## src/design/clyde_pkg.sv

```systemverilog
// Sizes, schedule constants and state types for the Clyde-128 core
// Encryption only, unmasked, one block in flight at a time
// Rows are the four 32-bit words of the block with row 0 in the low bits
`default_nettype none

package clyde_pkg;

    ////////////////////////////////////////////////////////////////////////////
    // Block geometry
    ////////////////////////////////////////////////////////////////////////////

    localparam int STATE_BITS = 128;
    localparam int ROW_BITS   = 32;
    localparam int ROWS       = 4;

    ////////////////////////////////////////////////////////////////////////////
    // Round schedule
    ////////////////////////////////////////////////////////////////////////////

    // S-box layer is split into column chunks, one chunk per cycle
    localparam int SB_STEPS     = 4;
    localparam int SB_COLS      = ROW_BITS / SB_STEPS;
    // One extra cycle per round for the L-box layer
    localparam int ROUND_CYCLES = SB_STEPS + 1;
    // A step is two rounds, the tweakey is added after each step
    localparam int STEPS        = 6;
    localparam int ROUNDS       = 2 * STEPS;
    localparam int RUN_CYCLES   = ROUNDS * ROUND_CYCLES;

    // Chunk counter runs 0 to SB_STEPS, round counter 0 to ROUNDS-1
    localparam int CHUNK_CNT_BITS = 3;
    localparam int ROUND_CNT_BITS = 4;

    // W round-constant LFSR seed
    localparam logic [3:0] W_INIT = 4'd1;

    // L-box rotation amounts
    localparam logic [4:0] LB_ROT_A = 5'd12;
    localparam logic [4:0] LB_ROT_B = 5'd3;

    ////////////////////////////////////////////////////////////////////////////
    // State types
    ////////////////////////////////////////////////////////////////////////////

    typedef logic [ROW_BITS-1:0] row_t;
    // Packed so the state maps straight onto a 128-bit block
    typedef row_t [ROWS-1:0] state_t;

endpackage

`default_nettype wire

```

## src/design/clyde_ctrl_if.sv

```systemverilog
// Per-cycle datapath commands from the controller
// At most one of load, sbox and lbox is high in a cycle
// tk_add is only ever high together with lbox
`timescale 1ns/1ps
`default_nettype none

interface clyde_ctrl_if;

    // Take the input block, seed tweak and W
    logic load;
    // Substitute one column chunk and rotate it out
    logic sbox;
    // L-box layer plus W addition
    logic lbox;
    // Advance the tweak and add the tweakey
    logic tk_add;

    // Controller side
    modport ctrl (
        output load,
        output sbox,
        output lbox,
        output tk_add
    );

    // Datapath side
    modport dp (
        input load,
        input sbox,
        input lbox,
        input tk_add
    );

endinterface

`default_nettype wire

```

## src/design/clyde_ctrl.sv

```systemverilog
// Round sequencer for the Clyde-128 core
// start is only taken while idle, a start during a run is dropped
// Commands are combinational from the counters and start
`timescale 1ns/1ps
`default_nettype none

module clyde_ctrl
    import clyde_pkg::*;
(
    input  logic       clk,
    input  logic       arst_n,
    input  logic       start,
    output logic       busy,
    output logic       done,
    clyde_ctrl_if.ctrl cmd
);

    // Position inside the round, SB_STEPS marks the L-box cycle
    logic [CHUNK_CNT_BITS-1:0] chunk_cnt;
    // Round index, odd rounds close a step
    logic [ROUND_CNT_BITS-1:0] round_cnt;
    logic                      lbox_phase;
    logic                      last_round;
    logic                      run_end;

    assign lbox_phase = (chunk_cnt == CHUNK_CNT_BITS'(SB_STEPS));
    assign last_round = (round_cnt == ROUND_CNT_BITS'(ROUNDS - 1));

    ////////////////////////////////////////////////////////////////////////////
    // Command decode
    ////////////////////////////////////////////////////////////////////////////

    assign cmd.load   = start & ~busy;
    assign cmd.sbox   = busy & ~lbox_phase;
    assign cmd.lbox   = busy & lbox_phase;
    // Tweakey goes in at the end of the second round of every step
    assign cmd.tk_add = cmd.lbox & round_cnt[0];

    // L-box edge of the final round ends the run
    assign run_end = cmd.lbox & last_round;

    ////////////////////////////////////////////////////////////////////////////
    // Counters and status flags
    ////////////////////////////////////////////////////////////////////////////

    always_ff @(posedge clk or negedge arst_n) begin
        if (!arst_n) begin
            busy      <= 1'b0;
            done      <= 1'b0;
            chunk_cnt <= '0;
            round_cnt <= '0;
        end else begin
            // One-cycle pulse, coincides with busy falling
            done <= run_end;
            if (cmd.load) begin
                busy      <= 1'b1;
                chunk_cnt <= '0;
                round_cnt <= '0;
            end else if (busy) begin
                if (lbox_phase) begin
                    chunk_cnt <= '0;
                    round_cnt <= last_round ? '0 : round_cnt + 1'b1;
                end else begin
                    chunk_cnt <= chunk_cnt + 1'b1;
                end
                if (run_end) begin
                    busy <= 1'b0;
                end
            end
        end
    end

endmodule

`default_nettype wire

```

## src/design/clyde_datapath.sv

```systemverilog
// Clyde-128 state register and next-state selection
// Input block, key and tweak are taken on the load command
// data_out is the raw state, only meaningful once busy has dropped
`timescale 1ns/1ps
`default_nettype none

module clyde_datapath
    import clyde_pkg::*;
(
    input  logic                  clk,
    input  logic                  arst_n,
    input  logic [STATE_BITS-1:0] data_in,
    input  logic [STATE_BITS-1:0] key,
    input  logic [STATE_BITS-1:0] tweak,
    clyde_ctrl_if.dp              cmd,
    output logic [STATE_BITS-1:0] data_out
);

    state_t          state_q;
    state_t          state_d;
    state_t          sbox_out;
    state_t          lbox_out;
    state_t          tk_value;
    logic [ROWS-1:0] w_value;

    ////////////////////////////////////////////////////////////////////////////
    // Round layers and key schedule
    ////////////////////////////////////////////////////////////////////////////

    clyde_sbox_layer u_sbox (
        .state_in  (state_q),
        .state_out (sbox_out)
    );

    clyde_lbox_layer u_lbox (
        .state_in  (state_q),
        .state_out (lbox_out)
    );

    clyde_tweakey u_tweakey (
        .clk      (clk),
        .arst_n   (arst_n),
        .tweak    (tweak),
        .key      (key),
        .cmd      (cmd),
        .tk_value (tk_value),
        .w_value  (w_value)
    );

    ////////////////////////////////////////////////////////////////////////////
    // Next state
    ////////////////////////////////////////////////////////////////////////////

    always_comb begin
        state_d = state_q;
        if (cmd.load) begin
            // Initial tweakey whitening
            state_d = state_t'(data_in ^ key ^ tweak);
        end else if (cmd.sbox) begin
            state_d = sbox_out;
        end else if (cmd.lbox) begin
            state_d = lbox_out;
            // W bit i into bit 0 of row i
            for (int i = 0; i < ROWS; i++) begin
                state_d[i][0] = state_d[i][0] ^ w_value[i];
            end
            if (cmd.tk_add) begin
                state_d = state_d ^ tk_value;
            end
        end
    end

    // Reset value doubles as the idle output after reset
    always_ff @(posedge clk or negedge arst_n) begin
        if (!arst_n) begin
            state_q <= '0;
        end else begin
            state_q <= state_d;
        end
    end

    assign data_out = state_q;

endmodule

`default_nettype wire

```

## src/design/clyde_lbox_layer.sv

```systemverilog
// Clyde L-box layer over both row pairs in one cycle
// Pairs are rows 0/1 and rows 2/3, combinational only
`timescale 1ns/1ps
`default_nettype none

module clyde_lbox_layer
    import clyde_pkg::*;
(
    input  state_t state_in,
    output state_t state_out
);

    // Rotate a row right
    function automatic row_t rotr(input row_t v, input logic [4:0] n);
        return (v >> n) | (v << (ROW_BITS - int'(n)));
    endfunction

    row_t x_new [2];
    row_t y_new [2];

    always_comb begin
        for (int p = 0; p < 2; p++) begin
            // x mixes in the partner row first
            x_new[p] = state_in[2*p] ^ rotr(state_in[2*p+1], LB_ROT_A);
            // y then mixes in the already updated x
            y_new[p] = state_in[2*p+1] ^ rotr(x_new[p], LB_ROT_B);

            state_out[2*p]   = x_new[p];
            state_out[2*p+1] = y_new[p];
        end
    end

endmodule

`default_nettype wire

```

## src/design/clyde_sbox_layer.sv

```systemverilog
// One serial step of the Clyde S-box layer, purely combinational
// Only the low SB_COLS columns are substituted per call
// Rows rotate right by SB_COLS so SB_STEPS calls restore column order
`timescale 1ns/1ps
`default_nettype none

module clyde_sbox_layer
    import clyde_pkg::*;
(
    input  state_t state_in,
    output state_t state_out
);

    // Bitsliced column chunk, x[i] comes from row i
    logic [SB_COLS-1:0] x [ROWS];
    logic [SB_COLS-1:0] y [ROWS];

    always_comb begin
        for (int i = 0; i < ROWS; i++) begin
            x[i] = state_in[i][SB_COLS-1:0];
        end

        // Evaluation order matters, later outputs reuse earlier ones
        y[1] = (x[0] & x[1]) ^ x[2];
        y[0] = (x[3] & x[0]) ^ x[1];
        y[3] = (y[1] & x[3]) ^ x[0];
        y[2] = (y[0] & y[1]) ^ x[3];

        // Substituted chunk lands on top, next chunk drops into the low bits
        for (int i = 0; i < ROWS; i++) begin
            state_out[i] = {y[i], state_in[i][ROW_BITS-1:SB_COLS]};
        end
    end

endmodule

`default_nettype wire

```

## src/design/clyde_top.sv

```systemverilog
// Clyde-128 tweakable block cipher core, encryption only
// start is a one-cycle strobe, ignored while busy is high
// key must be held from start until done
// done pulses once, data_out holds the result until the next start
`timescale 1ns/1ps
`default_nettype none

module clyde_top
    import clyde_pkg::*;
(
    input  logic                  clk,
    input  logic                  arst_n,
    input  logic                  start,
    input  logic [STATE_BITS-1:0] data_in,
    input  logic [STATE_BITS-1:0] key,
    input  logic [STATE_BITS-1:0] tweak,
    output logic [STATE_BITS-1:0] data_out,
    output logic                  busy,
    output logic                  done
);

    // Command bundle between sequencer and datapath
    clyde_ctrl_if cmd_if ();

    clyde_ctrl u_ctrl (
        .clk    (clk),
        .arst_n (arst_n),
        .start  (start),
        .busy   (busy),
        .done   (done),
        .cmd    (cmd_if.ctrl)
    );

    clyde_datapath u_datapath (
        .clk      (clk),
        .arst_n   (arst_n),
        .data_in  (data_in),
        .key      (key),
        .tweak    (tweak),
        .cmd      (cmd_if.dp),
        .data_out (data_out)
    );

endmodule

`default_nettype wire

```

## src/design/clyde_tweakey.sv

```systemverilog
// Tweak schedule and W round constants for Clyde-128
// key is read combinationally and must stay stable for the whole run
// tk_value already holds the tweak after this cycle's phi update
`timescale 1ns/1ps
`default_nettype none

module clyde_tweakey
    import clyde_pkg::*;
(
    input  logic                  clk,
    input  logic                  arst_n,
    input  logic [STATE_BITS-1:0] tweak,
    input  logic [STATE_BITS-1:0] key,
    clyde_ctrl_if.dp              cmd,
    output state_t                tk_value,
    output logic [ROWS-1:0]       w_value
);

    logic [STATE_BITS-1:0] tweak_q;
    logic [STATE_BITS-1:0] tweak_phi;
    // One W bit per row
    logic [ROWS-1:0]       w_q;

    // phi with t0 low and t1 high gives {t0, t0 ^ t1}
    assign tweak_phi = {tweak_q[STATE_BITS/2-1:0],
                        tweak_q[STATE_BITS/2-1:0] ^ tweak_q[STATE_BITS-1:STATE_BITS/2]};

    always_ff @(posedge clk) begin
        if (cmd.load) begin
            tweak_q <= tweak;
        end else if (cmd.tk_add) begin
            tweak_q <= tweak_phi;
        end
    end

    // W LFSR steps once per round at the L-box cycle
    always_ff @(posedge clk or negedge arst_n) begin
        if (!arst_n) begin
            w_q <= W_INIT;
        end else if (cmd.load) begin
            w_q <= W_INIT;
        end else if (cmd.lbox) begin
            w_q <= {w_q[2:0], w_q[3] ^ w_q[0]};
        end
    end

    assign tk_value = state_t'(key ^ tweak_phi);
    assign w_value  = w_q;

endmodule

`default_nettype wire

```

## config.mk

```make
export PLATFORM = sky130hd
export DESIGN_NAME = clyde_top
export DESIGN_NICKNAME = d
export VERILOG_FILES = /design/src/design/clyde_pkg.sv /design/src/design/clyde_ctrl_if.sv /design/src/design/clyde_ctrl.sv /design/src/design/clyde_datapath.sv /design/src/design/clyde_lbox_layer.sv /design/src/design/clyde_sbox_layer.sv /design/src/design/clyde_top.sv /design/src/design/clyde_tweakey.sv
export SDC_FILE = /design/constraint.sdc
export NUM_CORES = 1
export LEC_CHECK = 0
export ABC_CLOCK_PERIOD_IN_PS = 8250
export BUFFER_PORTS_ARGS = -buffer_cell sky130_fd_sc_hd__buf_2
export CAP_MARGIN = 40
export CORE_ASPECT_RATIO = 0.6
export CORE_MARGIN = 1.5
export CORE_UTILIZATION = 58
export DETAILED_ROUTE_END_ITERATION = 16
export HOLD_SLACK_MARGIN = 0.15
export MAX_ROUTING_LAYER = met4
export PLACE_DENSITY_LB_ADDON = 0.2
export SETUP_SLACK_MARGIN = 0.4
export SYNTH_ARGS = -nofsm -noshare
export SYNTH_HDL_FRONTEND = slang
export SYNTH_HIERARCHICAL = 1
export SYNTH_SLANG_ARGS = --single-unit
```

## constraint.sdc

```tcl
create_clock -name clk -period 8.25 [get_ports clk]
set_input_delay 1.65 -clock clk [delete_from_list [all_inputs] [get_ports clk]]
set_output_delay 1.65 -clock clk [all_outputs]
set_load 0.1 [all_outputs]
```

==> impl_summary.log <==
[metrics] result of the run: completed
[metrics] number of vias per cell: about 6.5
[metrics] standard-cell row count: 56
[metrics] post-synthesis area per instance: approximately 11 um2
[metrics] most frequently used cell type in the post-synthesis netlist: xnor2_1
[metrics] slowest cell delay on critical path: ~730 ps
[metrics] Period Utilization, post-route: 0.514
[metrics] initial antenna violation count: 5
[metrics] top cells by area in the synthesized netlist: edfxtp_1, xnor2_1, dfrtp_1, xor3_1, a221o_1
[metrics] Clock Path Buffers: 3
[metrics] die area: around 41000 um2
[metrics] kind of cell adding the most delay to the critical path: buffers and inverters
[metrics] die boundary height: about 160 um
[metrics] number of nets at the end of the flow: between 2k and 3k
[metrics] TritonCTS clock tree: built
[metrics] number of register bits inferred by synthesis: 269
[metrics] number of max-cap violations: 0
[metrics] Data required, critical path: 8580 ps
[metrics] Cell Int Power: between 5000 and 6000 uW
[metrics] tightest hold margin: 536 ps
[metrics] number of hold-repair buffers added at the cts stage: 0
[metrics] post-CTS sizing: 0
[metrics] total CTS buffers: 29
[metrics] non-filler cells in the finished layout: around 3.0k
[metrics] Final setup viols: 0
[metrics] number of cell instances on the worst register-to-register path: 6
[metrics] Clock Pin Slew Worst Setup and Hold Paths: roughly 70 ps
[metrics] portion of synthesized cell area occupied by the leading cell type: 0.169
[metrics] maximum number of pins on one net before global-route repair: 179
[metrics] RSZ-0062 raised after global routing: false
[metrics] CTS sink cnt: around 270
[metrics] Crit-path slowest cell: buf_4
[metrics] area of the core region: approximately 39000 um2
[metrics] Hold Path End: u_ctrl/chunk_cnt[1]
[metrics] Hold Violations, Final: 0
[metrics] netlist area before placement: 22800 um2
[metrics] maximum operating frequency: 236 MHz
[metrics] cell count after synthesis: just over 2k
[metrics] top_reg_cell synth: dfrtp_1
[metrics] count of antenna-violating nets left after detailed routing: 0
[metrics] Clock Skew: about 14 ps
[metrics] synth-to-layout area growth: 13.8%
[metrics] data arrival time of the worst path: about 4600 ps
[metrics] Syn Nets: between 2k and 2.5k
[metrics] Max Transition Viols Final: 0
[metrics] fraction of the yosys area taken by sequential cells: 0.324
[metrics] port buffer count: a little over 500
[metrics] DRT Wirelength: 85500 um
[metrics] cell taking the most area after synthesis: edfxtp_1
[metrics] transition time at the pin with the least slew margin: roughly 960 ps
[metrics] DPL Wire Length: around 64000 um
[metrics] DP Cell Count: ~2.9k
[metrics] Worst path most repeated cell: buf_4
[metrics] category of the most critical setup path: in -> reg
[metrics] cells traversed along the worst timing path: buf_2 > nand2b_1 > inv_8 > buf_4 > buf_4 > buf_16 > mux2_2
[metrics] Worst Setup Start Kind: primary input
[metrics] Distinct cells, synth: 47
[metrics] number of DRC markers in iteration 0: about 2.8k
[metrics] Hold Startpoint: u_ctrl/chunk_cnt[1]
[metrics] level count of the clock H-tree: 1
[metrics] Final TNS setup: 0 ps
[metrics] number of flops mapped to enable cells by yosys: approximately 130
[metrics] RR Endpoint: u_datapath/u_tweakey/tweak_q[90]
[metrics] clock group share of total power: 0.109
[metrics] via count of the first global-routing pass: between 15k and 20k
[metrics] master cell of the clock root buffer: clkbuf_16
[metrics] path class of the lowest-slack min-delay path: reg -> reg
[metrics] share of post-route cells with drive strength above 1: 0.272
[metrics] number of vias in the routed layout: 19.2k
[metrics] Ports: 517
[metrics] worst path buffer plus inverter count: 5
[metrics] maximum fanout encountered on the critical timing path: 98
[metrics] initial core utilization: 0.586
[metrics] total net switching power: ~7000 uW
[metrics] flop2flop setup slack: 4560 ps
[metrics] Reg power frac: 0.253
[metrics] hold depth: 1
[metrics] overall fraction of global-route tracks in use: 0.421
[metrics] kind of end point of the critical path: register
[metrics] average wire length per cell after detail routing: 29.0 um
[metrics] first-pass GRT wire length: between 100000 and 150000 um
[metrics] top cells by count, synth: xnor2_1, dfrtp_1, xor2_1
[metrics] GP Congestion: approximately 1
[metrics] number of setup buffers added after CTS: 0
[metrics] sw frac: 0.544
[metrics] worst r2r src: u_ctrl/busy
[metrics] Leak: 0.0115 uW
[metrics] final worst path period need: ~4200 ps
[metrics] final routed DRC violation total: 0
[metrics] insertion delay to the later sink of the worst-skew pair: 580 ps
[metrics] Power per Cell Area: ~500 nW/um2
[metrics] DR pass1 iterations: 6
[metrics] Syn. warnings: 6
[metrics] Die X: 259 um
[metrics] Async SR Flop Fraction: 0.524
[metrics] Peak VDD IR: about 0.42 mV
[metrics] Slew headroom: 0.363
[metrics] aggregate global routing overflow: 0
[metrics] Combinational Power Share: 0.638
[flip-flops by register name, summed over array words and instances (netlist names)]
name / flops
u_ctrl/round_cnt: 4
u_ctrl/done: 1
u_datapath/u_tweakey/tweak_q: 128
u_datapath/u_tweakey/w_value: 4
u_ctrl/busy: 1
u_datapath/data_out: 128
u_ctrl/chunk_cnt: 3
[worst max-delay path by stage]
stage | from | end | slack [ps] | cells past startpoint
finish | start | u_datapath/u_tweakey/tweak_q[90] | 4010 | 7
floorplan | start | u_datapath/u_tweakey/tweak_q[0] | 2710 | 6
CTS | start | u_datapath/u_tweakey/tweak_q[81] | 4100 | 7
detailed placement | start | u_datapath/u_tweakey/tweak_q[90] | 3510 | 7
global placement | start | u_datapath/u_tweakey/tweak_q[90] | 3400 | 6
global route | start | u_datapath/u_tweakey/tweak_q[81] | 3930 | 7
[routing by layer]
metal  GRT usage  vias to the layer above  routed length (um)
li1            -                     8084                   -
met1       0.580                     9529               34500
met2       0.600                     1427               36300
met3       0.115                      191               11600
met4       0.131                        0                2980
met5           -                        -                   0
[final cells by class]
type                       count  area (um2)
clock inverter                16         165
multi-input combinational   1490       13800
tap                          522         653
clock buffer                  38         821
sequential                   269        7370
antenna                        2        5.00
fill                        3029       13000
inverter                      76         298
timing repair buffer         537        2850
[through the flow]
step / power (uW) / setup slack (ps) / util / area (um2)
final: 12800 / 4010 / 0.667 / 25900
after floorplan: 9250 / 2710 / - / 22800
after CTS: 12600 / 4100 / 0.667 / 25900
after global routing: 13200 / 3930 / 0.667 / 25900
after global placement: 10900 / 3400 / 0.638 / 24800
after detailed placement: 11200 / 3510 / 0.641 / 24900
[power by group through the flow]
| stage | Sequential (uW) | Combinational (uW) | Clock [uW] |
|---|---|---|---|
| CTS | 3150 | 8020 | 1400 |
| detailed placement | 3180 | 7980 | 0 |
| global route | 3230 | 8480 | 1450 |
| floorplan | 4870 | 4380 | 0 |
| finish | 3250 | 8200 | 1400 |
| global placement | 3170 | 7770 | 0 |
[placed cells by master, fill, tap and decap left out, types with 9 or more instances in the layout]
cell type and instances:
mux2_2 64, nand2_1 39, clkbuf_16 30, xnor2_1 409, a221o_1 127, xor2_1 133
and3b_1 124, a21boi_0 124, buf_2 515, o21ai_0 23, dfrtp_1 140, xor3_1 65
a21oi_1 9, nand2b_1 124, o311a_1 123, inv_1 74, edfxtp_1 128, mux2i_1 68
buf_4 15
[cells by family (layout without fill, tap and decap cells)]
kind of cell / count (synthesis) / count (layout) / share of synthesized area
AOI/OAI and AO/OA: 431 / 431 / 0.167
xor gates and xnor gates: 607 / 607 / 0.276
adders and majority gates: 3 / 3 / 0.00165
buffers and inverters: 288 / 667 / 0.0737
DFF: 269 / 269 / 0.324
muxes: 133 / 133 / 0.0621
other: 0 / 2 / 0
and+or+nand+nor: 316 / 316 / 0.0963
(Power assumes the default switching activity.)
